File: config.mk
export PLATFORM = sky130hd
export DESIGN_NAME = eth_frame_builder_flat
export DESIGN_NICKNAME = d
export VERILOG_FILES = /design/src/rtl/eth_frame_pkg.sv /design/src/rtl/eth_tx_cfg_pkg.sv /design/src/rtl/eth_byte_if.sv /design/src/rtl/crc32_d8.sv /design/src/rtl/eth_frame_builder.sv /design/src/flat_wrapper.sv
export SDC_FILE = /design/constraint.sdc
export NUM_CORES = 1
export LEC_CHECK = 0
export ABC_AREA = 1
export BUFFER_PORTS_ARGS = -buffer_cell sky130_fd_sc_hd__buf_2
export CORE_ASPECT_RATIO = 0.7
export CORE_MARGIN = 2
export CORE_UTILIZATION = 58
export DETAILED_ROUTE_END_ITERATION = 6
export PLACE_DENSITY = 0.87
export SYNTH_ARGS = -nofsm -noshare
export SYNTH_HDL_FRONTEND = slang
export SYNTH_SLANG_ARGS = --single-unit
File: constraint.sdc
create_clock -name i_clk -period 4.8 [get_ports i_clk]
set_input_delay 0.24 -clock i_clk [delete_from_list [all_inputs] [get_ports i_clk]]
set_output_delay 0.24 -clock i_clk [all_outputs]
set_load 0.01 [all_outputs]
File: src/rtl/eth_frame_pkg.sv
package eth_frame_pkg;

    // octet-level field types
    typedef logic [7:0]  byte_t;
    typedef logic [47:0] mac_addr_t;
    typedef logic [15:0] ether_type_t;
    typedef logic [31:0] fcs_t;

    ////////////////////////////////////////////////////////////////////////////
    // preamble and start-frame delimiter
    localparam byte_t PREAMBLE_BYTE = 8'h55;
    localparam int    PREAMBLE_LEN  = 7;
    localparam byte_t SFD_BYTE      = 8'hD5;

    // arp frames always go out as broadcast
    localparam ether_type_t ETHERTYPE_ARP = 16'h0806;
    localparam mac_addr_t   BROADCAST_MAC = 48'hFFFF_FFFF_FFFF;

    ////////////////////////////////////////////////////////////////////////////
    // crc-32, normal form here, bit-reversed where it is used
    localparam fcs_t CRC_POLY = 32'h04C1_1DB7;
    localparam fcs_t CRC_INIT = 32'hFFFF_FFFF;
    localparam int   FCS_LEN  = 4;

    // builder sequence, in wire order
    typedef enum logic [2:0] {
        IDLE, PREAMBLE, SFD, DST, SRC, TYPE, PAYLOAD, FCS
    } build_state_t;

endpackage

File: src/rtl/eth_tx_cfg_pkg.sv
package eth_tx_cfg_pkg;

    // payload store, fill count is one bit wider than the address
    localparam int PAYLOAD_FIFO_DEPTH = 2048;
    localparam int PAYLOAD_PTR_W      = 12;

    // room reserved before a frame is let in
    localparam int MAX_FRAME_BYTES = 1518;

    // ethertype descriptor queue
    localparam int DESC_FIFO_DEPTH = 4;
    localparam int DESC_PTR_W      = 2;

    ////////////////////////////////////////////////////////////////////////////
    // run-time registers and their reset values
    typedef logic [7:0] ipg_t;
    localparam ipg_t DEFAULT_IPG = 8'd12;

    localparam eth_frame_pkg::mac_addr_t DEFAULT_DST_MAC = 48'h0000_00FF_FFFF;
    localparam eth_frame_pkg::mac_addr_t DEFAULT_SRC_MAC = 48'hFFFF_FF00_0000;

    // transmitted frames, wraps
    typedef logic [15:0] frame_cnt_t;

endpackage

File: src/rtl/eth_byte_if.sv
`timescale 1ns/10ps

// byte stream with valid/ready handshake
interface eth_byte_if;
    import eth_frame_pkg::*;

    logic  valid;
    logic  ready;
    byte_t data;
    // final byte of the unit on this link
    logic  last;

    // producer side
    modport src
    (
        output valid,
        output data,
        output last,
        input  ready
    );

    // consumer side, ready may follow valid
    modport snk
    (
        input  valid,
        input  data,
        input  last,
        output ready
    );

endinterface

File: src/rtl/crc32_d8.sv
`timescale 1ns/10ps

module crc32_d8
(
    input  logic                 i_clk,
    input  logic                 i_rst,
    input  logic                 i_init,
    input  logic                 i_en,
    input  eth_frame_pkg::byte_t i_data,
    output eth_frame_pkg::fcs_t  o_crc
);
    import eth_frame_pkg::*;

    fcs_t crc_q;

    // one octet, lsb first, against the reversed polynomial
    function automatic fcs_t crc_next(input fcs_t crc, input byte_t data);
        fcs_t poly_r;
        fcs_t c;
        for (int i = 0; i < $bits(fcs_t); i++)
        begin
            poly_r[i] = CRC_POLY[$bits(fcs_t) - 1 - i];
        end
        c = crc ^ fcs_t'(data);
        for (int b = 0; b < 8; b++)
        begin
            // shift out one bit, fold poly back on a one
            if (c[0])
                c = (c >> 1) ^ poly_r;
            else
                c = c >> 1;
        end
        return c;
    endfunction

    // init wins over a same-cycle enable
    always_ff @(posedge i_clk or posedge i_rst)
    begin
        if (i_rst)
            crc_q <= CRC_INIT;
        else if (i_init)
            crc_q <= CRC_INIT;
        else if (i_en)
            crc_q <= crc_next(crc_q, i_data);
    end

    // raw register, not complemented
    assign o_crc = crc_q;

endmodule

File: src/rtl/eth_frame_builder.sv
`timescale 1ns/10ps

module eth_frame_builder
(
    input  logic                       i_clk,
    input  logic                       i_rst,
    eth_byte_if.snk                    i_pay,
    input  logic                       i_desc_valid,
    input  eth_frame_pkg::ether_type_t i_desc_type,
    output logic                       o_desc_ready,
    input  eth_frame_pkg::mac_addr_t   i_dst_mac,
    input  logic                       i_dst_mac_valid,
    input  eth_frame_pkg::mac_addr_t   i_src_mac,
    input  logic                       i_src_mac_valid,
    eth_byte_if.src                    o_frm
);
    import eth_frame_pkg::*;
    import eth_tx_cfg_pkg::*;

    // last index inside each multi-byte field
    localparam int MAC_LAST  = $bits(mac_addr_t) / 8 - 1;
    localparam int TYPE_LAST = $bits(ether_type_t) / 8 - 1;

    build_state_t state_q;
    logic [2:0]   idx_q;
    mac_addr_t    dst_mac_q;
    mac_addr_t    src_mac_q;
    ether_type_t  type_q;
    mac_addr_t    dst_sel;
    fcs_t         crc;
    fcs_t         fcs_n;
    byte_t        frm_data;
    logic         desc_take;
    logic         beat;
    logic         crc_en;

    ////////////////////////////////////////////////////////////////////////////
    // address registers
    always_ff @(posedge i_clk or posedge i_rst)
    begin
        if (i_rst)
        begin
            dst_mac_q <= DEFAULT_DST_MAC;
            src_mac_q <= DEFAULT_SRC_MAC;
        end
        else
        begin
            if (i_dst_mac_valid)
                dst_mac_q <= i_dst_mac;
            if (i_src_mac_valid)
                src_mac_q <= i_src_mac;
        end
    end

    // descriptor taken only when idle
    assign o_desc_ready = (state_q == IDLE);
    assign desc_take    = i_desc_valid && o_desc_ready;

    always_ff @(posedge i_clk)
    begin
        if (desc_take)
            type_q <= i_desc_type;
    end

    // arp overrides the programmed destination
    assign dst_sel = (type_q == ETHERTYPE_ARP) ? BROADCAST_MAC : dst_mac_q;
    assign fcs_n   = ~crc;

    ////////////////////////////////////////////////////////////////////////////
    // output byte select
    always_comb
    begin
        case (state_q)
            SFD:
                frm_data = SFD_BYTE;
            // mac and type go msb first
            DST:
                frm_data = dst_sel[8*(MAC_LAST - idx_q) +: 8];
            SRC:
                frm_data = src_mac_q[8*(MAC_LAST - idx_q) +: 8];
            TYPE:
                frm_data = type_q[8*(TYPE_LAST - idx_q) +: 8];
            PAYLOAD:
                frm_data = i_pay.data;
            // fcs goes lsb first
            FCS:
                frm_data = fcs_n[8*idx_q[1:0] +: 8];
            default:
                frm_data = PREAMBLE_BYTE;
        endcase
    end

    // payload valid/ready pass straight through
    assign o_frm.valid = (state_q != IDLE) && ((state_q != PAYLOAD) || i_pay.valid);
    assign o_frm.data  = frm_data;
    assign o_frm.last  = (state_q == FCS) && (idx_q == 3'(FCS_LEN - 1));
    assign i_pay.ready = (state_q == PAYLOAD) && o_frm.ready;
    assign beat        = o_frm.valid && o_frm.ready;

    // covered span is dst mac through last payload byte
    assign crc_en = beat && (state_q inside {DST, SRC, TYPE, PAYLOAD});

    crc32_d8 u_crc32_d8
    (
        .i_clk  (i_clk),
        .i_rst  (i_rst),
        .i_init (desc_take),
        .i_en   (crc_en),
        .i_data (frm_data),
        .o_crc  (crc)
    );

    ////////////////////////////////////////////////////////////////////////////
    // sequencer advancing on accepted beats only
    always_ff @(posedge i_clk or posedge i_rst)
    begin
        if (i_rst)
        begin
            state_q <= IDLE;
            idx_q   <= '0;
        end
        else if (desc_take)
        begin
            state_q <= PREAMBLE;
            idx_q   <= '0;
        end
        else if (beat)
        begin
            idx_q <= idx_q + 1'b1;
            case (state_q)
                PREAMBLE:
                    if (idx_q == 3'(PREAMBLE_LEN - 1))
                        state_q <= SFD;
                SFD:
                begin
                    state_q <= DST;
                    idx_q   <= '0;
                end
                DST:
                    if (idx_q == 3'(MAC_LAST))
                    begin
                        state_q <= SRC;
                        idx_q   <= '0;
                    end
                SRC:
                    if (idx_q == 3'(MAC_LAST))
                    begin
                        state_q <= TYPE;
                        idx_q   <= '0;
                    end
                TYPE:
                    if (idx_q == 3'(TYPE_LAST))
                        state_q <= PAYLOAD;
                // length comes from the payload last flag
                PAYLOAD:
                    if (i_pay.last)
                        state_q <= FCS;
                FCS:
                    if (o_frm.last)
                        state_q <= IDLE;
                default:
                    state_q <= IDLE;
            endcase
            // idx restarts for every field entry below
            if ((state_q == PREAMBLE && idx_q == 3'(PREAMBLE_LEN - 1))
                || (state_q == TYPE && idx_q == 3'(TYPE_LAST))
                || state_q == PAYLOAD)
                idx_q <= '0;
        end
    end

endmodule

File: src/flat_wrapper.sv
// flat-port wrapper written by rule: the top's interface ports become plain ports
module eth_frame_builder_flat import eth_frame_pkg::*; import eth_tx_cfg_pkg::*;
  (i_clk, i_rst, i_desc_valid, i_desc_type, o_desc_ready, i_dst_mac, i_dst_mac_valid, i_src_mac, i_src_mac_valid, i_pay_valid, i_pay_data, i_pay_last, i_pay_ready, o_frm_valid, o_frm_data, o_frm_last, o_frm_ready);
  eth_byte_if i_pay_i ();
  eth_byte_if o_frm_i ();
  input  logic i_clk;
  input  logic i_rst;
  input  logic i_desc_valid;
  input  eth_frame_pkg::ether_type_t i_desc_type;
  output logic o_desc_ready;
  input  eth_frame_pkg::mac_addr_t i_dst_mac;
  input  logic i_dst_mac_valid;
  input  eth_frame_pkg::mac_addr_t i_src_mac;
  input  logic i_src_mac_valid;
  input wire logic [$bits(i_pay_i.valid)-1:0] i_pay_valid;
  input wire logic [$bits(i_pay_i.data)-1:0] i_pay_data;
  input wire logic [$bits(i_pay_i.last)-1:0] i_pay_last;
  output wire logic [$bits(i_pay_i.ready)-1:0] i_pay_ready;
  output wire logic [$bits(o_frm_i.valid)-1:0] o_frm_valid;
  output wire logic [$bits(o_frm_i.data)-1:0] o_frm_data;
  output wire logic [$bits(o_frm_i.last)-1:0] o_frm_last;
  input wire logic [$bits(o_frm_i.ready)-1:0] o_frm_ready;
  assign i_pay_i.valid = i_pay_valid;
  assign i_pay_i.data = i_pay_data;
  assign i_pay_i.last = i_pay_last;
  assign i_pay_ready = i_pay_i.ready;
  assign o_frm_valid = o_frm_i.valid;
  assign o_frm_data = o_frm_i.data;
  assign o_frm_last = o_frm_i.last;
  assign o_frm_i.ready = o_frm_ready;
  eth_frame_builder u_core (.i_clk(i_clk), .i_rst(i_rst), .i_pay(i_pay_i), .i_desc_valid(i_desc_valid), .i_desc_type(i_desc_type), .o_desc_ready(o_desc_ready), .i_dst_mac(i_dst_mac), .i_dst_mac_valid(i_dst_mac_valid), .i_src_mac(i_src_mac), .i_src_mac_valid(i_src_mac_valid), .o_frm(o_frm_i));
endmodule
; ---- After elaboration in Yosys (flattened, before gate mapping)
; Cells that the tools add are included.
[word_totals]
input_bits = 128
out_inout_bits = 12
wordCells = 100
register_bits = 150
[classes]
n_eq_ne = 19
n_reduce_logical = 18
n_mux = 40
shifts = 4
bitwise = 10
addsub = 3
[ops]
columns = operator, count
row1 = $mux W32, 24
row2 = $not A13 Y14, 8
row3 = $shiftx A48 B33 Y8, 2
row4 = $mux W48, 1
row5 = $pmux W8 S6, 1
row6 = $mux W3, 12
row7 = $shiftx A16 B33 Y8, 1
row8 = $not A32 Y32, 1
row9 = $shiftx A32 B6 Y8, 1
row10 = $xor A32 B8 Y32, 1
row11 = $pmux W3 S7, 1
row12 = $eq A3 B3 Y1 const B, 6
row13 = $eq A16 B12 Y1 const B, 1
row14 = $ne A3 B2 Y1 const B, 5
row15 = $eq A3 B2 Y1 const B, 3
row16 = $logic_and A1 B1 Y1, 8
row17 = $reduce_and A7 Y1, 1
row18 = $eq A3 B1 Y1 const B, 2
row19 = $pmux W3 S2, 1
row20 = $reduce_bool A2 Y1, 2
row21 = $reduce_bool A4 Y1, 1
row22 = $sub A1 B3 Y4 const A, 1
row23 = $sub A3 B3 Y4 const A, 1
row24 = $add A3 B1 Y3 const B, 1
row25 = 6 further kinds, 8

; ---- Logic depth before layout (Yosys ltp)
; Gate-level depths: netlist of the first run.
[depth]
word_depth = 37
mapped_depth = 25
mapped_depth_nobuf = 22

; ---- By module
; From an unflattened synthesis of the first run, not the netlist that was laid out.
[unflattened]
hier_cells = 1057
area_unflattened_um2 = 8632.0
[by_module_without_submodules]
columns = module, area_each_um2, seq_area_each_um2, cells_per_inst, n_inst
row1 = eth_frame_builder, 6278.5, 3093.0, 720, 1
row2 = crc32_d8, 2353.5, 840.8, 337, 1

; ---- Worst setup path before layout of the first run
; No wires, ideal clock.
[synth_timing]
path_type = reg-to-reg
start = reg u_core.idx_q[1]
end = reg u_core.u_crc32_d8.crc_q[16] (netlist: u_core.u_crc32_d8.o_crc[16])
n_path_buf = 2
arrival_time_ns = 2.852
stages_incl_launch_ff = 19
path_slack_ns = 1.872
path_cell_list = dfrtp_1 -> inv_1 -> buf_2 -> buf_2 -> ha_1 -> clkinv_1 -> nand3_2 -> a21oi_1 -> a211oi_1 -> nand3_1 -> nand2_2 -> nand2_1 -> nand2_2 -> nand2_1 -> nand2_1 -> nor2_1 -> nand3b_1 -> o21ai_1 -> inv_1
[synth_via]
elab_chain_cells = 31
elab_cells_between_ends = 35
[synth_rtl]
columns = item, line
row1 = from (decl), eth_frame_builder.sv:25  ; logic [2:0] idx_q;
row2 = from (signal assigned), eth_frame_builder.sv:129  ; idx_q <= idx_q + 1'b1;
row3 = $sub A3 B3 Y4 / $sub A1 B3 Y4 (equally long branches), "eth_frame_builder.sv:78, eth_frame_builder.sv:80, eth_frame_builder.sv:82"
row4 = "$shiftx A48 B33 Y8, or another cell as far along", eth_frame_builder.sv:80  ; frm_data = src_mac_q[8*(MAC_LAST - idx_q) +: 8];
row5 = $pmux W8 S6 *, eth_frame_builder.sv:73  ; case (state_q)
row6 = $xor A32 B8 Y32 *, crc32_d8.sv:24  ; c = crc ^ fcs_t'(data);
row7 = $mux W32 *, crc32_d8.sv:28  ; if (c[0])
row8 = $mux W32 *, crc32_d8.sv:43  ; else if (i_en)
row9 = $mux W32 *, crc32_d8.sv:41  ; else if (i_init)
row10 = $mux W32 *, crc32_d8.sv:28
row11 = (+15 left out), -
row12 = $mux W32 *, crc32_d8.sv:43
row13 = $mux W32 *, crc32_d8.sv:41
row14 = $mux W32 *, crc32_d8.sv:28
row15 = $mux W32 *, crc32_d8.sv:43
row16 = $mux W32 *, crc32_d8.sv:41
row17 = $mux W32 *, crc32_d8.sv:28
row18 = $mux W32 *, crc32_d8.sv:43
row19 = $mux W32 *, crc32_d8.sv:41
row20 = to (signal assigned), crc32_d8.sv:44  ; crc_q <= crc_next(crc_q, i_data);
row21 = to (decl), crc32_d8.sv:14  ; fcs_t crc_q;
; Mark *: on every way between the ends. The rest lies on a longest branch, timed or not. The select of a mux whose other input is x is not followed.
; A chain may end at the register's enable or synchronous reset.

; ---- Final worst setup path of the first run
[layout_timing]
start = reg u_core.idx_q[1]
end = reg u_core.u_crc32_d8.crc_q[29] (netlist: u_core.u_crc32_d8.o_crc[29])
[layout_via]
elab_chain_cells = 30
elab_cells_between_ends = 36
[layout_rtl]
columns = item, line
row1 = $sub A3 B3 Y4 / $sub A1 B3 Y4 (equally long branches), "eth_frame_builder.sv:78, eth_frame_builder.sv:80, eth_frame_builder.sv:82"
row2 = "$shiftx A48 B33 Y8, or another cell as far along", eth_frame_builder.sv:80
row3 = $pmux W8 S6 *, eth_frame_builder.sv:73
row4 = $xor A32 B8 Y32 *, crc32_d8.sv:24
row5 = $mux W32 *, crc32_d8.sv:28
row6 = $mux W32 *, crc32_d8.sv:43
row7 = $mux W32 *, crc32_d8.sv:41
row8 = $mux W32 *, crc32_d8.sv:28
row9 = (+14 left out), -
row10 = $not A13 Y14 (no line) / $mux W32 (equally long branches), -
row11 = $mux W32 *, crc32_d8.sv:28
row12 = $mux W32 *, crc32_d8.sv:43
row13 = $mux W32 *, crc32_d8.sv:41
row14 = $not A13 Y14 (no line), -
row15 = $mux W32 *, crc32_d8.sv:28
row16 = $mux W32 *, crc32_d8.sv:43
row17 = $mux W32 *, crc32_d8.sv:41
; Marks and branches as above.

==> qor.txt, run 1 <==
DR WL/cell: 18.2 um
Setup WS post-layout: 0.948 ns
IO Port Bufs: 139
top post-synthesis cells by area: dfstp_2, dfrtp_1, nand2_1, nand3_1, mux2_2
Worst-Skew Late Latency: 0.43 ns
share of layout cells above drive strength 1: 31.0%
Crit path arrival time: 4.21 ns
setup repair after global routing missed its margin: false
Final Wtd Congestion: 0.935
clock slew at reported path FFs: 0.07 ns
Avg Inst Size Synth: 8.23 um2
max_cap viols: 0
Final min period: 3.85 ns
Core Region: 14800 um2
Netlist cell types: 43
Iter 0 DRT Violations: 850
largest net degree at the start of global routing: 63
final hold violation count: 0
Leak: 5.01 nW
number of antenna violations at the first check in global routing: 0
Power Dens Cells: 769 nW/um2
Async SR Flop Fraction: 89.3%
register bit total from synthesis: 150
most common cell in the netlist: nand2_1
Final Util: 69.9%
Setup WS pre-CTS: 1.05 ns
max-slew violations: 0
sequential element share of the synthesized area: 44.4%
Total Power: 7.96 mW
RR Endpoint: u_core.u_crc32_d8.o_crc[29]
# IOs: 140
DRT antenna net count: 0
Worst Hold Depth: 3
Max Fanout on Critical Path: 18
startpoint types: register
CTS root buf: clkbuf_16
Worst Tran Pin Value: 1.23 ns
Layout area overhead: 16.8%
Post-CTS Repair Setup Buffers: 0
Setup CP Type: register to register
status: finished clean
final WL: 25900 um
total negative slack: 0 ns
DRC viols: 0
grt ovf: 0
Die Wd: 152 um
Post-DP Area: 9590 um2
syn nets: 1211
Top FF cell, synth: dfstp_2
row count: 37
Slew HR: 17.7%
worst endpoint required time: 5.16 ns
Max VDD drop: 0.430 mV
dpl cells: 1372
final-report setup violation count: 0
FF-to-FF setup slack: 0.95 ns
first-pass GRT wire length: 41300 um
Worst Setup End Kind: register
Initial Util: 59.8%
Max clock buf depth: 2
synth warn: 0
M2 GR Usage: 48.5%
Cell Area, Synth: 8860 um2
top-area cell type share of the netlist area: 23.7%
worst hold endpoint: u_core.dst_mac_q[45]
Tot GR Track Use: 33.2%
CTS tree: yes
hpwl dp: 17900 um
Hold Startpoint: i_dst_mac[45]
Post-synth EDFFs: 16
detailed-route vias per instance: 5.83
met1 usage: 48.6%
antenna cells: 0
fin crit share: 80.2%
dominant cell type by area after synthesis: dfstp_2
htree depth: 4
Worst R2R Path Depth: 17
clock sink total: 150
GR Util met3: 7.71%
vias in the first global route: 7839
fillcell total: 1118
Die Span Y: 107 um
Final Skew: 0.0163 ns
vias: 8271
DRT Pass-1 Iters: 6
top cells by count, synth: nand2_1, nand3_1, inv_1
GRT Max-Usage Layer: met1
cell count after synthesis: 1077
die area: 16300 um2
final net count: 1345
Hold WC Path Type: primary input to register
Fin Hold WS: 0.0173 ns
Max Fclk: 0.260 GHz
CTS Buf Count: 17
worst r2r src: u_core.idx_q[1]
Final Non-Filler Cells: 1419
fin area: 10400 um2
==> cell families (layout without fill, tap and decap cells) <==
kind of cell               after synthesis  in the layout  share of synthesized area, %
AOI/OAI and AO/OA                      120            120                          7.56
DFF                                    150            150                          44.4
adders and majority gates                6              6                         0.847
xor gates and xnor gates                24             24                          2.84
muxes                                   69             69                          8.77
buffers and inverters                  162            309                          7.94
and+or+nand+nor                        546            546                          27.7
==> final cells by class <==
cell class	instances	area, um2	share of cell area [%]
multi-input combinational	765	4220	40.8
clock buffer	17	425	4.11
inverter	114	430	4.16
timing repair buffer	163	913	8.82
clock inverter	15	183	1.76
sequential	150	3930	38.0
tap	195	244	2.36
==> report_power, final <==
part | internal (mW) | leakage, nW | switching, mW
Sequential | 1.68 | 1.63 | 0.241
Clock | 0.704 | 0.292 | 0.646
Combinational | 1.48 | 3.09 | 3.21
==> routing by layer <==
layer | wire (um) | vias up
li1 | - | 3797
met3 | 3190 | 72
met2 | 11000 | 549
met4 | 767 | 0
met1 | 10900 | 3853
met5 | 0 | -
==> layout by cell type, fill, tap and decap left out, drive strengths merged, types with 17 or more instances in the layout <==
master,netlist,final
nand3,168,168
mux2,69,69
inv,112,118
dfrtp,54,54
buf,30,148
o21ai,63,63
nor2,57,57
dfstp,80,80
xor2,21,21
nand2,312,312
a21oi,28,28
clkbuf,18,17
==> repair_timing <==
| item | in CTS | in global routing |
|---|---|---|
| gates resized for setup | 0 | 0 |
| hold endpoints to repair | 33 | 0 |
| hold buffers | 15 | 0 |
==> flip-flops by register name (all words and copies together), names as in the netlist <==
name and count:
u_core.dst_mac_q 48, u_core.src_mac_q 48, u_core.type_q 16, u_core.u_crc32_d8.o_crc 32, u_core.idx_q 3, u_core.state_q 3
==> critical path, stage by stage (launching register included) <==
cell and delay [ns]:
dfrtp_1 0.89, inv_1 0.16, ha_1 0.34, clkinv_1 0.30, nor2_4 0.39, nand3_1 0.23, nand3_1 0.19, nand2_1 0.13
nand2_1 0.09, nand2_1 0.14, nand2_1 0.13, nand2_2 0.16, nand2_1 0.14, nand2_2 0.11, nand2_1 0.10, nand3_1 0.09
o21ai_1 0.12, inv_1 0.08
==> worst max-delay path by stage <==
stage          slack [ns]       startpoint                          end
3_3_place_gp         1.22  u_core.idx_q[1]  u_core.u_crc32_d8.o_crc[20]
4_1_cts              1.07  u_core.idx_q[1]  u_core.u_crc32_d8.o_crc[16]
2_1_floorplan        1.11            i_rst         u_core.dst_mac_q[24]
5_1_grt              0.71  u_core.idx_q[1]  u_core.u_crc32_d8.o_crc[23]
6_report             0.95  u_core.idx_q[1]  u_core.u_crc32_d8.o_crc[29]
3_5_place_dp         1.05  u_core.idx_q[1]  u_core.u_crc32_d8.o_crc[16]
No activity file was read; power rests on OpenSTA's default activity.
==> inputs of run 2 (changes only) <==
--- a/config.mk
+++ b/config.mk
@@ -5,13 +5,13 @@
 export SDC_FILE = /design/constraint.sdc
 export NUM_CORES = 1
 export LEC_CHECK = 0
-export ABC_AREA = 1
+export ABC_AREA = 0
 export BUFFER_PORTS_ARGS = -buffer_cell sky130_fd_sc_hd__buf_2
 export CORE_ASPECT_RATIO = 0.7
 export CORE_MARGIN = 2
-export CORE_UTILIZATION = 58
+export CORE_UTILIZATION = 51
 export DETAILED_ROUTE_END_ITERATION = 6
-export PLACE_DENSITY = 0.87
+export PLACE_DENSITY = 0.82
 export SYNTH_ARGS = -nofsm -noshare
 export SYNTH_HDL_FRONTEND = slang
 export SYNTH_SLANG_ARGS = --single-unit
==> constraint.sdc (replaced) <==
create_clock -name i_clk -period 3.2 [get_ports i_clk]
set_input_delay 0.16 -clock i_clk [delete_from_list [all_inputs] [get_ports i_clk]]
set_output_delay 0.16 -clock i_clk [all_outputs]
set_load 0.01 [all_outputs]
==> run 2 against run 1 <==
Net effect: the run now ends with setup timing left; combinational power grew to 2.6 times the previous value; clock-buffer cell count rose by 2; sequential cell count did not move; hold slack got worse by 0.0044 ns; fmax is 14% higher; cell area increased by 16%; final cell count down 19%; sequential share of layout area is 5.2 points lower; clock power is 47% higher; clock skew fell by 0.0011 ns; critical endpoint is now u_core.u_crc32_d8.o_crc[17]; largest power group unchanged.
==> qor.txt, run 2 <==
Worst-Skew Late Latency: 0.44 ns
Iter 0 DRT Violations: 681
DRC viols: 0
syn nets: 744
Core Region: 15600 um2
Hold WC Path Type: primary input to register
Post-synth EDFFs: 16
dominant cell type by area after synthesis: dfstp_2
register bit total from synthesis: 150
Netlist cell types: 61
status: complete, but fails checks
final hold violation count: 0
first-pass GRT wire length: 38800 um
top cells by count, synth: mux2_2, dfstp_2, dfrtp_1
Worst Setup End Kind: register
Initial Util: 52.7%
die area: 17200 um2
vias in the first global route: 6915
Layout area overhead: 45.6%
synth warn: 0
CTS root buf: clkbuf_16
Die Wd: 156 um
DR WL/cell: 24.2 um
final net count: 1065
fin crit share: 106%
CTS Buf Count: 17
htree depth: 4
DRT antenna net count: 0
Total Power: 17.3 mW
Max Fclk: 0.295 GHz
Crit path arrival time: 3.76 ns
Final Wtd Congestion: 0.916
vias: 6835
hpwl dp: 16000 um
# IOs: 140
startpoint types: register
Worst Tran Pin Value: 1.25 ns
Final Skew: 0.0152 ns
worst endpoint required time: 3.57 ns
Setup WS post-layout: -0.192 ns
setup repair after global routing missed its margin: true
Async SR Flop Fraction: 89.3%
final-report setup violation count: 20
commonest non-fill, non-tap cell in the layout: buf_2
Max Fanout on Critical Path: 8
most common cell in the netlist: mux2_2
clock sink total: 150
share of layout cells above drive strength 1: 56.6%
Cell Area, Synth: 8250 um2
Slew HR: 16.1%
largest net degree at the start of global routing: 72
IO Port Bufs: 139
max_cap viols: 0
CTS tree: yes
Avg Inst Size Synth: 13.5 um2
Setup CP Type: register to register
commonest non-fill, non-tap cells in the layout: buf_2, dlygate4sd3_1, mux2_2
grt ovf: 0
DRT Pass-1 Iters: 7
row count: 38
top post-synthesis cells by area: dfstp_2, dfrtp_1, mux2_2, mux4_2, edfxtp_1
top-area cell type share of the netlist area: 25.5%
Top FF cell, synth: dfstp_2
Final min period: 3.39 ns
final WL: 27600 um
Die Span Y: 110 um
max-slew violations: 0
Final Non-Filler Cells: 1144
total negative slack: -1.86 ns
Max VDD drop: 1.16 mV
clock slew at reported path FFs: 0.07 ns
dpl cells: 952
antenna cells: 0
failing checks: setup timing
sequential element share of the synthesized area: 47.7%
Tot GR Track Use: 30.3%
Final Util: 76.7%
Leak: 5.07 nW
number of antenna violations at the first check in global routing: 0
cell count after synthesis: 610
Max clock buf depth: 2
detailed-route vias per instance: 5.97
Power Dens Cells: 1440 nW/um2
==> run 2: layer usage <==
layer	vias up	global-route usage (%)	routed length, um
li1	2899	-	-
met1	3394	38.8	10700
met2	443	48.4	13700
met3	99	8.32	2310
met4	0	13.0	971
met5	-	1.79	0
==> run 2: path summary, 6_finish.rpt <==
path                                      start                     endpoint  slack, ns  depth (start not counted)
max                           u_core.state_q[1]  u_core.u_crc32_d8.o_crc[17]      -0.19                         14
min in group asynchronous                 i_rst         u_core.dst_mac_q[43]       0.35                          3
max reg2reg                   u_core.state_q[1]  u_core.u_crc32_d8.o_crc[17]      -0.19                         14
min                               i_dst_mac[40]         u_core.dst_mac_q[40]       0.01                          2
max in group asynchronous                 i_rst  u_core.u_crc32_d8.o_crc[10]       1.94                          4
min reg2reg                u_core.dst_mac_q[46]         u_core.dst_mac_q[46]       0.51                          1
==> run 2: critical path: stages (launching register included) <==
cell and delay (ns):
dfrtp_1 0.39, or3b_4 0.44, buf_12 0.16, and3_4 0.16, buf_6 0.13, a21oi_4 0.21
buf_12 0.15, buf_6 0.10, nand3_1 0.10, a31o_4 0.28, xor2_4 0.18, buf_12 0.17
xor2_1 0.28, xor3_1 0.38, a21o_1 0.18
==> run 2: cell families after synthesis <==
| group | synth area share, % |
|---|---|
| simple gates | 6.39 |
| buf+inv | 2.78 |
| mux | 22.9 |
| compound gates | 7.39 |
| fa+ha+maj | 0.910 |
| flops | 47.7 |
| xor+xnor | 12.0 |
==> run 2: what timing repair did <==
item,CTS,global route
gates resized for setup,4,62
hold endpoints to repair,123,0
pin swaps,3,49
setup buffers,7,41
endpoints found under the setup margin,11,25
cloned,0,2
hold buffers,112,0
==> run 2: layout make-up <==
cell class	instances	area, um2
Multi-Input combinational cell	408	4480
Clock inverter	13	125
Clock buffer	19	444
Timing Repair Buffer	342	2710
Fill cell	846	3640
Tap cell	200	250
Sequential cell	150	3940
Inverter	12	56.3
==> run 2: metrics by stage <==
step	cell area, um2	setup slack, ns	hold slack (ns)
2_1_floorplan	8420	-0.168	0.259
3_5_place_dp	9570	-0.0436	0.261
5_1_grt	12000	-0.248	0.00178
3_3_place_gp	9570	0.0220	0.246
6_report	12000	-0.192	0.0130
4_1_cts	11400	-0.0212	0.00224
==> run 2: power breakdown <==
group          switching, mW  leakage [nW]  total (mW)  internal (mW)
sequential             0.355          1.62        2.85           2.50
combinational           5.41          3.16        12.4           7.03
clock                  0.882         0.288        1.99           1.11
total                   6.65          5.07        17.3           10.6
