[src/rtl/eth_frame_pkg.sv]
package eth_frame_pkg;

    // octet-level field types
    typedef logic [7:0]  byte_t;
    typedef logic [47:0] mac_addr_t;
    typedef logic [15:0] ether_type_t;
    typedef logic [31:0] fcs_t;

    ////////////////////////////////////////////////////////////////////////////
    // preamble and start-frame delimiter
    localparam byte_t PREAMBLE_BYTE = 8'h55;
    localparam int    PREAMBLE_LEN  = 7;
    localparam byte_t SFD_BYTE      = 8'hD5;

    // arp frames always go out as broadcast
    localparam ether_type_t ETHERTYPE_ARP = 16'h0806;
    localparam mac_addr_t   BROADCAST_MAC = 48'hFFFF_FFFF_FFFF;

    ////////////////////////////////////////////////////////////////////////////
    // crc-32, normal form here, bit-reversed where it is used
    localparam fcs_t CRC_POLY = 32'h04C1_1DB7;
    localparam fcs_t CRC_INIT = 32'hFFFF_FFFF;
    localparam int   FCS_LEN  = 4;

    // builder sequence, in wire order
    typedef enum logic [2:0] {
        IDLE, PREAMBLE, SFD, DST, SRC, TYPE, PAYLOAD, FCS
    } build_state_t;

endpackage

[src/rtl/eth_tx_cfg_pkg.sv]
package eth_tx_cfg_pkg;

    // payload store, fill count is one bit wider than the address
    localparam int PAYLOAD_FIFO_DEPTH = 2048;
    localparam int PAYLOAD_PTR_W      = 12;

    // room reserved before a frame is let in
    localparam int MAX_FRAME_BYTES = 1518;

    // ethertype descriptor queue
    localparam int DESC_FIFO_DEPTH = 4;
    localparam int DESC_PTR_W      = 2;

    ////////////////////////////////////////////////////////////////////////////
    // run-time registers and their reset values
    typedef logic [7:0] ipg_t;
    localparam ipg_t DEFAULT_IPG = 8'd12;

    localparam eth_frame_pkg::mac_addr_t DEFAULT_DST_MAC = 48'h0000_00FF_FFFF;
    localparam eth_frame_pkg::mac_addr_t DEFAULT_SRC_MAC = 48'hFFFF_FF00_0000;

    // transmitted frames, wraps
    typedef logic [15:0] frame_cnt_t;

endpackage

[src/rtl/eth_byte_if.sv]
`timescale 1ns/10ps

// byte stream with valid/ready handshake
interface eth_byte_if;
    import eth_frame_pkg::*;

    logic  valid;
    logic  ready;
    byte_t data;
    // final byte of the unit on this link
    logic  last;

    // producer side
    modport src
    (
        output valid,
        output data,
        output last,
        input  ready
    );

    // consumer side, ready may follow valid
    modport snk
    (
        input  valid,
        input  data,
        input  last,
        output ready
    );

endinterface

[src/rtl/tx_gap_ctrl.sv]
`timescale 1ns/10ps

module tx_gap_ctrl
(
    input  logic                       i_clk,
    input  logic                       i_rst,
    eth_byte_if.snk                    i_frm,
    input  eth_tx_cfg_pkg::ipg_t       i_ipg,
    input  logic                       i_ipg_valid,
    output logic                       o_m_valid,
    input  logic                       i_m_ready,
    output eth_frame_pkg::byte_t       o_m_data,
    output logic                       o_m_last,
    output eth_tx_cfg_pkg::frame_cnt_t o_frame_cnt
);
    import eth_tx_cfg_pkg::*;

    ipg_t ipg_q;
    ipg_t gap_cnt;
    logic gap_busy;
    logic gap_hold;
    logic out_free;
    logic load;
    logic last_done;

    ////////////////////////////////////////////////////////////////////////////
    // output register stage

    // a held last byte never drains into the next frame
    assign out_free    = !o_m_valid || (i_m_ready && !o_m_last);
    assign gap_hold    = gap_busy && (gap_cnt < ipg_q);
    assign i_frm.ready = out_free && !gap_hold;
    assign load        = i_frm.valid && i_frm.ready;
    assign last_done   = o_m_valid && i_m_ready && o_m_last;

    always_ff @(posedge i_clk or posedge i_rst)
    begin
        if (i_rst)
        begin
            o_m_valid <= 1'b0;
            o_m_last  <= 1'b0;
        end
        else if (load)
        begin
            o_m_valid <= 1'b1;
            o_m_last  <= i_frm.last;
        end
        else if (i_m_ready)
            o_m_valid <= 1'b0;
    end

    always_ff @(posedge i_clk)
    begin
        if (load)
            o_m_data <= i_frm.data;
    end

    ////////////////////////////////////////////////////////////////////////////
    // inter-packet gap and frame count
    always_ff @(posedge i_clk or posedge i_rst)
    begin
        if (i_rst)
        begin
            ipg_q       <= DEFAULT_IPG;
            gap_cnt     <= '0;
            gap_busy    <= 1'b0;
            o_frame_cnt <= '0;
        end
        else
        begin
            if (i_ipg_valid)
                ipg_q <= i_ipg;
            // count idle cycles from the accepted last byte
            if (last_done)
            begin
                gap_busy    <= 1'b1;
                gap_cnt     <= '0;
                o_frame_cnt <= o_frame_cnt + 1'b1;
            end
            else if (gap_busy)
            begin
                if (gap_hold)
                    gap_cnt <= gap_cnt + 1'b1;
                else
                    gap_busy <= 1'b0;
            end
        end
    end

endmodule

[src/flat_wrapper.sv]
// flat-port wrapper written by rule: the top's interface ports become plain ports
module tx_gap_ctrl_flat import eth_tx_cfg_pkg::*;
  (i_clk, i_rst, i_ipg, i_ipg_valid, o_m_valid, i_m_ready, o_m_data, o_m_last, o_frame_cnt, i_frm_valid, i_frm_data, i_frm_last, i_frm_ready);
  eth_byte_if i_frm_i ();
  input  logic i_clk;
  input  logic i_rst;
  input  eth_tx_cfg_pkg::ipg_t i_ipg;
  input  logic i_ipg_valid;
  output logic o_m_valid;
  input  logic i_m_ready;
  output eth_frame_pkg::byte_t o_m_data;
  output logic o_m_last;
  output eth_tx_cfg_pkg::frame_cnt_t o_frame_cnt;
  input wire logic [$bits(i_frm_i.valid)-1:0] i_frm_valid;
  input wire logic [$bits(i_frm_i.data)-1:0] i_frm_data;
  input wire logic [$bits(i_frm_i.last)-1:0] i_frm_last;
  output wire logic [$bits(i_frm_i.ready)-1:0] i_frm_ready;
  assign i_frm_i.valid = i_frm_valid;
  assign i_frm_i.data = i_frm_data;
  assign i_frm_i.last = i_frm_last;
  assign i_frm_ready = i_frm_i.ready;
  tx_gap_ctrl u_core (.i_clk(i_clk), .i_rst(i_rst), .i_frm(i_frm_i), .i_ipg(i_ipg), .i_ipg_valid(i_ipg_valid), .o_m_valid(o_m_valid), .i_m_ready(i_m_ready), .o_m_data(o_m_data), .o_m_last(o_m_last), .o_frame_cnt(o_frame_cnt));
endmodule
[config.mk]
export PLATFORM = sky130hd
export DESIGN_NAME = tx_gap_ctrl_flat
export DESIGN_NICKNAME = d
export VERILOG_FILES = /design/src/rtl/eth_frame_pkg.sv /design/src/rtl/eth_tx_cfg_pkg.sv /design/src/rtl/eth_byte_if.sv /design/src/rtl/tx_gap_ctrl.sv /design/src/flat_wrapper.sv
export SDC_FILE = /design/constraint.sdc
export NUM_CORES = 1
export LEC_CHECK = 0
export BUFFER_PORTS_ARGS = -buffer_cell sky130_fd_sc_hd__clkbuf_2
export CORE_MARGIN = 10
export CORE_UTILIZATION = 47
export CTS_CLUSTER_DIAMETER = 40
export DETAILED_ROUTE_END_ITERATION = 8
export GPL_TIMING_DRIVEN = 0
export PLACE_DENSITY = 0.75
export SLEW_MARGIN = 15
export SYNTH_ARGS = -nofsm -noshare
export SYNTH_HDL_FRONTEND = slang
export SYNTH_SLANG_ARGS = --single-unit
[constraint.sdc]
create_clock -name i_clk -period 2.09 [get_ports i_clk]
set_input_delay 0.209 -clock i_clk [delete_from_list [all_inputs] [get_ports i_clk]]
set_output_delay 0.209 -clock i_clk [all_outputs]
set_load 0.02 [all_outputs]
Word-level counts from Yosys, hierarchy flattened
Index checks and enable logic that the tools add are counted.
- reduce and logical (&&, ||, !) cells: 14
- multiplexer cells: 8
- add/subtract/negate cells: 2
- $lt $le $gt $ge: 1
- operators with widths (cell ; count):
    $mux W8 ; 3
    $add A16 B1 Y16 const B ; 1
    $add A8 B1 Y8 const B ; 1
    $lt A8 B8 Y1 ; 1
    $logic_and A1 B1 Y1 ; 6
    $reduce_bool A2 Y1 ; 3
    $mux W1 ; 5
    $logic_not A1 Y1 ; 3
    $reduce_and A2 Y1 ; 1
    $logic_or A1 B1 Y1 ; 1
- output and inout bits: 27
- word-level logic and storage cells: 32
- register bits after elaboration: 43
- input bits: 22

Longest topological paths before layout
Gate-level depths: netlist of run 1.
- depth in word-level cells: 6
- depth in mapped cells: 8
- gate-level depth less buffers: 7

Least setup slack after synthesis of run 1
No wires, ideal clock.
- kind: flip-flop to flip-flop
- start point: register u_core.ipg_q[3]
- end point: register u_core.o_m_data[0] (enable)
- setup slack: -229 ps
- setup time: 370 ps
- buffers on the path: 1
- required time: 1720 ps
- cell stages (with the launch flop): 9
- data arrival time: 1949 ps
- clock period less this slack: 2319 ps
- cell sequence: dfstp_2 > inv_1 > ha_1 > o211ai_1 > o21a_2 > o21ai_2 > buf_2 > nand2_1 > nor2_1
- word-level cells in the longest chain between the ends: 5
- ends and longest elaborated chain (item ; line ; source):
    start, declared ; tx_gap_ctrl.sv:18 ; ipg_t ipg_q;
    start signal, assigned ; tx_gap_ctrl.sv:72 ; ipg_q <= i_ipg;
    $lt A8 B8 Y1 ; tx_gap_ctrl.sv:31 ; assign gap_hold = gap_busy && (gap_cnt < ipg_q);
    $logic_and A1 B1 Y1 ; tx_gap_ctrl.sv:31 ;
    $logic_not A1 Y1 ; tx_gap_ctrl.sv:32 ; assign i_frm.ready = out_free && !gap_hold;
    $logic_and A1 B1 Y1 ; tx_gap_ctrl.sv:32 ;
    $logic_and A1 B1 Y1 ; tx_gap_ctrl.sv:33 ; assign load = i_frm.valid && i_frm.ready;
    named net u_core.load ; tx_gap_ctrl.sv:23 ; logic load;
    end signal, assigned ; tx_gap_ctrl.sv:55 ; o_m_data <= i_frm.data;
    end, declared ; tx_gap_ctrl.sv:12 ; output eth_frame_pkg::byte_t o_m_data,
The timed path passes the listed nets, and every way through them passes these cells.
A chain may end at the register's enable or synchronous reset.

Worst setup path after layout of run 1
- start point: register u_core.ipg_q[3]
- end point: output i_frm_ready
- word-level cells in the longest chain between the ends: 4
- ends and longest elaborated chain (item ; line ; source):
    $lt A8 B8 Y1 ; tx_gap_ctrl.sv:31 ;
    $logic_and A1 B1 Y1 ; tx_gap_ctrl.sv:31 ;
    $logic_not A1 Y1 ; tx_gap_ctrl.sv:32 ;
    $logic_and A1 B1 Y1 ; tx_gap_ctrl.sv:32 ;
    end, declared ; flat_wrapper.sv:17 ; output wire logic [$bits(i_frm_i.ready)-1:0] i_frm_ready;
Every way passes these cells.

==> results of run 1 <==
-- power breakdown --
group	leakage, µW	switching (µW)	internal (µW)
clock network	0.0000524	280	358
logic	0.000600	567	461
registers	0.000524	201	1030
-- cell usage in the layout, fill, tap and decap left out, types with 5 or more instances in the layout --
cell type	Yosys	routed
clkbuf_2	0	47
clkbuf_8	0	5
dfrtp_1	33	32
edfxtp_1	8	8
ha_1	9	7
inv_1	11	8
nand2_1	22	21
nand3_1	6	6
nand4_1	5	5
nor2_1	6	5
o21ai_0	10	10
xnor2_1	11	11
xor2_1	6	6
-- worst max-delay path: cells and delay by family (launching register included) --
kind	cells	cell delay, ns
AO/OA/AOI/OAI	3	0.47
buffers and inverters	3	0.29
flip-flops	1	0.53
AND/OR/NAND/NOR	1	0.14
adder cells (fa/ha/maj)	1	0.26
-- what timing repair did --
action	4_1_cts	5_1_grt
cloned	0	0
endpoints found under the hold margin	0	0
pin swaps	9	4
gates resized for setup	12	6
endpoints found under the setup margin	11	13
setup buffers	3	1
-- through the flow --
stage                     TNS (ns)  area [µm²]  total power, µW  instances  utilization [%]
after floorplan                  0        2000             1800        171                -
after global placement       -1.25        2300             2040        269             56.7
after detailed placement     -1.29        2300             2070        269             56.7
after CTS                    -1.19        2490             2870        280             61.5
after global routing         -1.96        2520             3090        281             62.1
final                       -0.613        2520             2900        281             62.1
-- cells by family after synthesis --
logic type / Yosys count
compound gates: 28
xor+xnor: 17
fa+ha+maj: 9
buf+inv: 14
flops: 43
mux: 1
simple gates: 59
-- flip-flops by register name, indices dropped and copies added, names as in the netlist --
| register | cells |
|---|---|
| u_core.o_frame_cnt | 16 |
| u_core.o_m_valid | 1 |
| u_core.ipg_q | 8 |
| u_core.o_m_data | 8 |
| u_core.gap_busy | 1 |
| u_core.gap_cnt | 8 |
| u_core.o_m_last | 1 |
-- layout make-up --
cell class / instances / area [µm²]
fillers: 328 / 1540
flip-flops and latches: 43 / 1120
multi-input cells: 114 / 881
repair buffers: 52 / 284
clock buffers: 7 / 76.3
well taps: 50 / 62.6
inverters: 11 / 41.3
clock inverters: 1 / 30.0
plain buffers: 3 / 26.3
-- worst paths after layout --
kind	slack, ns	to	startpoint	cells past startpoint
worst max-delay path	-0.11	i_frm_ready	u_core.ipg_q[3]	8
worst min-delay path	0.01	u_core.o_frame_cnt[13]	i_rst	2
worst max register to register	-0.06	u_core.o_m_data[4]	u_core.ipg_q[3]	9
worst min register to register	0.48	u_core.o_frame_cnt[15]	u_core.o_frame_cnt[15]	1
max in group asynchronous	1.55	u_core.gap_cnt[1]	i_rst	2
min in group i_clk	0.08	u_core.o_m_data[5]	i_frm_data[5]	1
-- per-layer routing --
metal | track usage [%] | vias to the layer above | part of all wire (%)
li1 | - | 725 | -
met1 | 15.7 | 693 | 43
met2 | 21.5 | 38 | 50
met3 | 3.63 | 6 | 5.2
met4 | 6.74 | 0 | 1.9
met5 | 0 | - | 0
==> summary.md, run 1 <==
| Metric | Value |
|---|---|
| Post-Synth XOR/XNOR Area | `under 10%` |
| Largest family of logic cells by synthesized area | `simple AND/OR/NAND/NOR gates` |
| Core ar. | `between 0.004 and 0.005 mm²` |
| CTS max path bufs | `2` |
| Share of the synthesized area in the top cell type | `41.5%` |
| Fmax | `around 450 MHz` |
| Post-route DRC | `0` |
| Pre-CTS setup slack | `-0.152 ns` |
| Row count | `23` |
| CTS tree | `yes` |
| Maxcap violations | `0` |
| Die X | `85.1 µm` |
| CP endpoint kind | `output port` |
| Worst IR Drop VDD | `about 0.84 mV` |
| Drt wl/cell | `16.2 µm` |
| Count of final hold-check violations | `0` |
| First-pass GRT wire length | `7.76 mm` |
| Vias | `1462` |
| CP Max Fanout | `2` |
| Post-synthesis adder-cell area fraction | `5.66%` |
| Number of global-route vias before repair | `~1.6k` |
| GRT Util Overall | `between 10% and 20%` |
| Cells after Synth | `about 170` |
| H-tree depth | `2` |
| Crit path kind | `reg2out` |
| Die Area | `a little over 0.007 mm²` |
| CTS Buf Count | `5` |
| Initial antenna violation count | `0` |
| Commonest cells in the synthesized netlist | `dfrtp_1, nand2_1, inv_1, xnor2_1, o21ai_0` |
| Fin crit share | `105%` |
| Placer congestion estimate | `0.753` |
| CP max-delay cell | `dfstp_2` |
| Slew @ Worst Pin | `0.742 ns` |
| Top Ports | `49` |
| Layout cells sized above 1 | `a little under two fifths` |
| Post-synthesis simple-gate area fraction | `17.5%` |
| Area delta synth->final | `26.7%` |
| Clock transition at path regs | `around 0.08 ns` |
| Final Max Tran Viols | `0` |
| Clk_skew | `0.00913 ns` |
| PortBufs | `48` |
| Min-Delay Path Class | `in2async` |
| Relative slew slack | `between 50% and 60%` |
| Max incr delay on CP | `0.53 ns` |
| Yosys top cell by area | `dfrtp_1` |
| Root Buffer | `clkbuf_8` |
| Die Y | `85.1 µm` |
| Pwr per Cell Area | `1150 mW/mm²` |
| Post-DP HPWL | `3.31 mm` |
| Nets@finish | `261` |
| Mapped cell area | `0.00199 mm²` |
| Critical path, cell by cell | `inv_2 -> ha_4 -> o211ai_1 -> o21a_2 -> o21ai_4 -> buf_6 -> nor2b_4 -> buf_8` |
| Distinct cells, synth | `42` |
| Largest net degree at the start of global routing | `36` |
| Antenna Cells | `0` |
| WL final | `between 4 and 5 mm` |
| Clock Latency Late Sink | `around 0.30 ns` |
| GRT Residual Overflow | `0` |
| Clock sink total | `43` |
| Slack of the critical path | `-0.109 ns` |
| Post-synth EDFFs | `8` |
| Proportion of synthesized area in mux cells | `less than 1%` |
| Vias per inst | `5.20` |
| First drt pass iteration count | `4` |
| Worst hold slack | `between 0.01 and 0.015 ns` |
| Static leakage | `0.00118 µW` |
| Worst endpoint data arrival time | `1.99 ns` |
| # hold bufs at CTS | `0` |
| Ys async rst share | `about four fifths` |
| Starting Density | `49.0%` |
| Final setup viols | `10` |
| Synthesis Warnings | `0` |
| Required @ worst endpoint | `1.88 ns` |
| Post-route ant nets | `0` |
| Main flop type after synthesis | `dfrtp_1` |
| Initial DRC count | `43` |
| Synth Area in Compound Gates | `9.43%` |
| Period minus WS final | `between 2 and 2.5 ns` |
| Avg Inst Size Synth | `around 12 µm²` |
| Cell with the most instances after synthesis | `dfrtp_1` |
| RSZ-0062 raised after global routing | `true` |
| Sequential area share after synthesis | `56.2%` |
| Result of the run | `complete, but fails checks` |
| Violated checks | `setup timing` |
| Syn_nets | `approximately 200` |
| Synth top area cells | `dfrtp_1, edfxtp_1, ha_1` |
| Worst setup SP type | `flop` |
| Synthesized flop and latch total | `43` |
No activity file was read; power rests on OpenSTA's default activity.
==> inputs of run 2 (changes only) <==
--- a/config.mk
+++ b/config.mk
@@ -6,7 +6,7 @@
 export NUM_CORES = 1
 export LEC_CHECK = 0
 export BUFFER_PORTS_ARGS = -buffer_cell sky130_fd_sc_hd__clkbuf_2
-export CORE_MARGIN = 10
+export CORE_MARGIN = 1
 export CORE_UTILIZATION = 47
 export CTS_CLUSTER_DIAMETER = 40
 export DETAILED_ROUTE_END_ITERATION = 8
==> run 2 against run 1 <==
Compared with the run above:
- the flow still finishes with violations (setup timing)
- design area increased by 3.7%
- non-clock buffer count increased by 4
- die area is 38% lower
- critical path type unchanged
- combinational power is 14% higher
- hold slack better by 0.017 ns
- routed wire length fell by 8.2%
==> summary.md, run 2 (same netlist as run 1, synthesis figures left out) <==
| Metric | Value |
|---|---|
| Result of the run | `complete, but fails checks (unchanged)` |
| Violated checks | `setup timing (unchanged)` |
| Antenna Cells | `0 (unchanged)` |
| Fmax | `458 MHz (was 455 MHz)` |
| Slack of the critical path | `-0.0927 ns (was -0.109 ns)` |
| Most frequent cells in the layout | `clkbuf_2, dfrtp_1, nand2_1 (unchanged)` |
| Required @ worst endpoint | `1.88 ns (about the same)` |
| CTS max path bufs | `2 (unchanged)` |
| PortBufs | `48 (unchanged)` |
| Count of final hold-check violations | `0 (unchanged)` |
| Reg2reg end | `u_core.gap_cnt[7] (was u_core.o_m_data[4])` |
| WL final | `4.19 mm (was 4.56 mm)` |
| Initial antenna violation count | `0 (unchanged)` |
| Worst endpoint data arrival time | `1.97 ns (was 1.99 ns)` |
| Die Y | `67.1 µm (was 85.1 µm)` |
| Worst hold slack | `0.0296 ns (was 0.0128 ns)` |
| Core ar. | `0.00403 mm² (was 0.00406 mm²)` |
| RSZ-0062 raised after global routing | `true (unchanged)` |
| Pwr per Cell Area | `1140 mW/mm² (was 1150 mW/mm²)` |
| Worst IR Drop VDD | `0.682 mV (was 0.844 mV)` |
| Starting Density | `49.4% (was 49.0%)` |
| Crit path kind | `reg2out (unchanged)` |
| Fill count | `307 (was 328)` |
| Root Buffer | `clkbuf_8 (unchanged)` |
| Biggest register | `u_core.o_frame_cnt (unchanged)` |
| First-pass GRT wire length | `6.49 mm (was 7.76 mm)` |
| Worst path top cell family by delay | `flip-flops (unchanged)` |
| First drt pass iteration count | `4 (unchanged)` |
| Slew @ Worst Pin | `0.743 ns (was 0.742 ns)` |
| Nets@finish | `265 (was 261)` |
| Max reg flops | `16 (unchanged)` |
| TNS Setup | `-0.200 ns (was -0.613 ns)` |
| Final Max Tran Viols | `0 (unchanged)` |
| Area delta synth->final | `31.4% (was 26.7%)` |
| Vias per inst | `5.31 (was 5.20)` |
| Clock transition at path regs | `0.08 ns (about the same)` |
| Top Ports | `49 (unchanged)` |
| Fin crit share | `104% (was 105%)` |
| Initial DRC count | `103 (was 43)` |
| Worst reg2reg path depth | `9 (unchanged)` |
| Placer congestion estimate | `0.742 (was 0.753)` |
| Period minus WS final | `2.18 ns (was 2.20 ns)` |
| Reg2reg start | `u_core.ipg_q[3] (unchanged)` |
| CP Max Fanout | `2 (unchanged)` |
| Vias | `1513 (was 1462)` |
| R2R Setup Slk | `-0.06 ns (about the same)` |
| CP endpoint kind | `output port (unchanged)` |
| Layout cells sized above 1 | `42.1% (was 38.1%)` |
| Max incr delay on CP | `0.53 ns (about the same)` |
| Relative slew slack | `50.4% (about the same)` |
| Static leakage | `0.00121 µW (was 0.00118 µW)` |
| H-tree depth | `2 (unchanged)` |
| Post-route DRC | `0 (unchanged)` |
| Worst setup SP type | `flop (unchanged)` |
| Post-DP HPWL | `2.73 mm (was 3.31 mm)` |
| Clock sink total | `43 (unchanged)` |
| Leading cell type in the layout, fill and taps excluded | `clkbuf_2 (unchanged)` |
| CP max-delay cell | `dfstp_2 (unchanged)` |
| Maxcap violations | `0 (unchanged)` |
| CP Buf/Inv Count | `3 (unchanged)` |
| Post-route ant nets | `0 (unchanged)` |
| Final setup viols | `12 (was 10)` |
| Die Area | `0.00450 mm² (was 0.00724 mm²)` |
| Largest net degree at the start of global routing | `36 (unchanged)` |
| Min-Delay Path Class | `in2async (unchanged)` |
| Row count | `23 (unchanged)` |
| CTS tree | `yes (unchanged)` |
| CTS Buf Count | `5 (unchanged)` |
| GRT Util Overall | `19.2% (was 13.3%)` |
| Clock Latency Late Sink | `0.28 ns (was 0.30 ns)` |
| Number of global-route vias before repair | `1440 (was 1564)` |
| Drt wl/cell | `14.7 µm (was 16.2 µm)` |
| Critical path, cell by cell | `inv_2 -> ha_4 -> o211ai_1 -> o21a_2 -> o21ai_4 -> buf_6 -> nor2b_4 -> buf_8 (unchanged)` |
| Clk_skew | `0.00449 ns (was 0.00913 ns)` |
| GRT Residual Overflow | `0 (unchanged)` |
| Die X | `67.1 µm (was 85.1 µm)` |
==> run 2: changes by cell type in the layout (fill, tap and decap cells not counted), sizes merged <==
cell      change
bufinv        -1
clkinvlp      +1
buf           +4
==> run 2: power breakdown <==
group / leakage [µW] / switching, µW / internal [µW] / total (µW)
sequential: 0.000524 / 211 / 1030 / 1240
combinational: 0.000631 / 622 / 549 / 1170
clock: 0.0000505 / 272 / 301 / 572
total: 0.00121 / 1100 / 1880 / 2980
==> run 2: final cells by class <==
| class | instances | area [µm²] | share of cell area (%) |
|---|---|---|---|
| multi-input combinational | 114 | 938 | 35.9 |
| timing repair buffer | 56 | 322 | 12.3 |
| sequential | 43 | 1120 | 42.8 |
| buffer | 3 | 26.3 | 1.01 |
| inverter | 11 | 41.3 | 1.58 |
| clock buffer | 7 | 96.3 | 3.69 |
| clock inverter | 1 | 7.51 | 0.287 |
| tap | 50 | 62.6 | 2.39 |
==> run 2: worst reg2reg max path, stage by stage (launching register included) <==
cell,delay [ns]
dfstp_2,0.53
inv_2,0.05
ha_4,0.24
a211oi_2,0.17
o21a_2,0.20
buf_4,0.12
buf_6,0.09
o2111ai_4,0.14
or3_4,0.41
a21oi_2,0.13
==> run 2: worst max-delay path by stage <==
stage,from,endpoint,slack [ns],depth (start not counted)
2_1_floorplan,u_core.ipg_q[3],u_core.o_m_data[0],0.03,8
3_3_place_gp,u_core.ipg_q[3],u_core.o_m_data[0],-0.13,8
3_5_place_dp,u_core.ipg_q[3],u_core.o_m_data[6],-0.15,8
4_1_cts,u_core.ipg_q[3],i_frm_ready,-0.10,8
5_1_grt,u_core.ipg_q[3],i_frm_ready,-0.16,8
6_report,u_core.ipg_q[3],i_frm_ready,-0.09,8
==> run 2: per-layer routing <==
layer / vias up / part of all wire (%) / global-route usage (%)
li1: 733 / - / -
met1: 734 / 44 / 25.4
met2: 42 / 51 / 31.5
met3: 4 / 4.1 / 3.94
met4: 0 / 0.81 / 5.32
met5: - / 0 / 0
==> run 2: per-stage QoR <==
stage               worst slack (ns)  power [µW]  cells  utilization, %  cell area (µm²)
floorplan                     0.0274        1800    171               -             2000
global placement              -0.132        2030    269            57.1             2300
detailed placement            -0.147        2050    269            57.1             2300
CTS                           -0.103        2810    282            62.1             2500
global route                  -0.160        3170    285            64.9             2610
finish                       -0.0927        2980    285            64.9             2610
==> run 2: repair_timing <==
action / CTS / global route
hold buffers: 0 / 0
buffers inserted: 5 / 3
endpoints found under the setup margin: 10 / 15
pin swaps: 9 / 7
resized for setup: 14 / 16
==> inputs of run 3 (changes only) <==
--- a/config.mk
+++ b/config.mk
@@ -7,11 +7,11 @@
 export LEC_CHECK = 0
 export BUFFER_PORTS_ARGS = -buffer_cell sky130_fd_sc_hd__clkbuf_2
 export CORE_MARGIN = 1
-export CORE_UTILIZATION = 47
+export CORE_UTILIZATION = 52
 export CTS_CLUSTER_DIAMETER = 40
 export DETAILED_ROUTE_END_ITERATION = 8
 export GPL_TIMING_DRIVEN = 0
-export PLACE_DENSITY = 0.75
+export PLACE_DENSITY = 0.78
 export SLEW_MARGIN = 15
 export SYNTH_ARGS = -nofsm -noshare
 export SYNTH_HDL_FRONTEND = slang
==> constraint.sdc (replaced) <==
create_clock -name i_clk -period 2.48 [get_ports i_clk]
set_input_delay 0.248 -clock i_clk [delete_from_list [all_inputs] [get_ports i_clk]]
set_output_delay 0.248 -clock i_clk [all_outputs]
set_load 0.02 [all_outputs]
==> run 3 against run 2 <==
Compared with the run above:
- the run now ends clean
- core utilization increased by 1.1 points
- global-route usage up 1.3 points
- routed wire length fell by 10%
- setup slack better by 0.17 ns
- register-to-register slack better by 0.24 ns
- via count decreased by 2.7%
- combinational power is 34% lower
- sequential cell count unchanged
- first-iteration DRC count fell by 30%
- largest power group unchanged
==> summary.md, run 3 (same netlist as run 1, synthesis figures left out) <==
| Metric | Value |
|---|---|
| Antenna Cells | `0 (unchanged)` |
| Comb pwr share | `34.6% (was 39.2%)` |
| Die X | `63.9 µm (was 67.1 µm)` |
| Count of final hold-check violations | `0 (unchanged)` |
| CP max-delay cell | `dfstp_2 (unchanged)` |
| Nets@finish | `261 (was 265)` |
| Net switching power | `819 µW (was 1100 µW)` |
| RSZ-0062 raised after global routing | `false (was true)` |
| Fill count | `285 (was 307)` |
| Post-DP HPWL | `2.77 mm (was 2.73 mm)` |
| First-pass GRT wire length | `6.33 mm (was 6.49 mm)` |
| GRT Util Overall | `20.6% (was 19.2%)` |
| Worst hold slack | `0.0459 ns (was 0.0296 ns)` |
| Core ar. | `0.00366 mm² (was 0.00403 mm²)` |
| Number of global-route vias before repair | `1395 (was 1440)` |
| Int Pwr | `1400 µW (was 1880 µW)` |
| Clock transition at path regs | `0.08 ns (about the same)` |
| Post-route DRC | `0 (unchanged)` |
| PortBufs | `48 (unchanged)` |
| Required @ worst endpoint | `2.23 ns (was 1.88 ns)` |
| CTS tree | `yes (unchanged)` |
| Top Ports | `49 (unchanged)` |
| Die Y | `63.9 µm (was 67.1 µm)` |
| CTS max path bufs | `2 (unchanged)` |
| Result of the run | `completed (was complete, but fails checks)` |
| Drt wl/cell | `13.5 µm (was 14.7 µm)` |
| Maxcap violations | `0 (unchanged)` |
| First drt pass iteration count | `4 (unchanged)` |
| Pwr per Cell Area | `918 mW/mm² (was 1140 mW/mm²)` |
| Crit path kind | `reg2out (unchanged)` |
| Cell Area, Placed | `0.00229 mm² (was 0.00230 mm²)` |
| Row count | `22 (was 23)` |
| Largest net degree at the start of global routing | `36 (unchanged)` |
| Layout cells sized above 1 | `32.5% (was 42.1%)` |
| Placer congestion estimate | `0.779 (was 0.742)` |
| Vias per inst | `5.28 (was 5.31)` |
| Root Buffer | `clkbuf_8 (unchanged)` |
| Worst setup SP type | `flop (unchanged)` |
| Initial DRC count | `72 (was 103)` |
| WL final | `3.76 mm (was 4.19 mm)` |
| Clock sink total | `43 (unchanged)` |
| Static leakage | `0.00115 µW (was 0.00121 µW)` |
| Period minus WS final | `2.40 ns` |
| Post-Layout Inst Area | `0.00242 mm² (was 0.00261 mm²)` |
| TNS Setup | `0 ns (was -0.200 ns)` |
| Critical path depth | `8 (unchanged)` |
| Worst IR Drop VDD | `0.678 mV (was 0.682 mV)` |
| CP endpoint kind | `output port (unchanged)` |
| Area delta synth->final | `21.4% (was 31.4%)` |
| CP Buf/Inv Count | `3 (unchanged)` |
| Sequential group share of total power | `46.3% (was 41.6%)` |
| Starting Density | `54.3% (was 49.4%)` |
| GRT Residual Overflow | `0 (unchanged)` |
| Initial antenna violation count | `0 (unchanged)` |
| Min-Delay Path Class | `in2async (unchanged)` |
| CTS Buf Count | `5 (unchanged)` |
| Max incr delay on CP | `0.52 ns (was 0.53 ns)` |
| Max reg flops | `16 (unchanged)` |
| Reg2reg start | `u_core.ipg_q[3] (unchanged)` |
| Clock network power share | `19.1% (was 19.2%)` |
| Clk_skew | `0.00685 ns (was 0.00449 ns)` |
| CP Max Fanout | `6 (was 2)` |
| Relative slew slack | `52.2% (was 50.4%)` |
| Crit path launch | `u_core.ipg_q[3] (unchanged)` |
| Fmax | `417 MHz` |
| Worst reg2reg path depth | `8 (was 9)` |
| Switching share of power | `36.9% (was 37.0%)` |
| Worst path top cell family by delay | `compound AO/OA/AOI/OAI gates (was flip-flops)` |
| Worst endpoint data arrival time | `2.15 ns (was 1.97 ns)` |
| Die Area | `0.00408 mm² (was 0.00450 mm²)` |
| Final setup viols | `0 (was 12)` |
| Leading cell type in the layout, fill and taps excluded | `clkbuf_2 (unchanged)` |
| Fin crit share | `between 90% and 100%` |
| H-tree depth | `2 (unchanged)` |
| Final Max Tran Viols | `0 (unchanged)` |
| Vias | `1472 (was 1513)` |
| Slew @ Worst Pin | `0.716 ns (was 0.743 ns)` |
| Most frequent cells in the layout | `clkbuf_2, dfrtp_1, nand2_1 (unchanged)` |
| Post-route ant nets | `0 (unchanged)` |
| Critical path, cell by cell | `inv_1 -> ha_1 -> o211ai_1 -> o21a_2 -> o21ai_4 -> buf_6 -> nor2b_1 -> buf_2 (was inv_2 -> ha_4 -> o211ai_1 -> o21a_2 -> o21ai_4 -> buf_6 -> nor2b_4 -> buf_8)` |
| Biggest register | `u_core.o_frame_cnt (unchanged)` |
| Clock Latency Late Sink | `0.30 ns (was 0.28 ns)` |
## run 3: changes by cell type in the layout (fill, tap and decap cells not counted), sizes merged
cell	change
buf	-4
clkbuf	+1
clkinvlp	-1
## run 3: layer usage
metal,share of wire (%),vias up,GRT usage (%),wire [µm]
li1,-,720,-,-
met1,48,704,27.9,1790
met2,45,40,31.0,1700
met3,4.9,8,5.18,184
met4,2.1,0,9.38,77
met5,0,-,0,0
## run 3: cell type report
cell class | count | area, µm² | share of cell area [%]
Sequential cell | 43 | 1120 | 46.3
Multi-Input combinational cell | 114 | 820 | 33.9
Timing Repair Buffer | 52 | 270 | 11.2
Clock buffer | 8 | 80.1 | 3.31
Tap cell | 48 | 60.1 | 2.49
Inverter | 11 | 41.3 | 1.71
Buffer | 3 | 26.3 | 1.09
## run 3: per-stage QoR
step	setup WS [ns]	total power [µW]	utilization, %	std cells
after floorplan	0.161	1500	-	171
after global placement	-0.0923	1690	62.5	267
after detailed placement	-0.129	1720	62.5	267
after CTS	0.0337	2180	65.2	275
after global routing	0.00842	2350	66.0	279
final	0.0817	2220	66.0	279
## run 3: power by group through the flow
stage	sequential, µW	clock (µW)	combinational (µW)
2_1_floorplan	1100	0	406
3_3_place_gp	1040	0	657
3_5_place_dp	1040	0	679
4_1_cts	1030	434	714
5_1_grt	1050	457	843
6_report	1030	424	767
## run 3: final timing paths
kind,to,slack (ns)
min,u_core.ipg_q[0],0.05
min reg2reg,u_core.o_frame_cnt[15],0.47
max,i_frm_ready,0.08
max reg2reg,u_core.o_m_data[7],0.18
max in group asynchronous,u_core.o_frame_cnt[12],1.97
min in group i_clk,u_core.o_m_data[7],0.12
## run 3: what timing repair did
item                       4_1_cts  5_1_grt
hold buffers                     0        0
setup endpoints to repair        9        1
buffers inserted                 0        4
gates resized for setup          4        1
pin swaps                        0        1
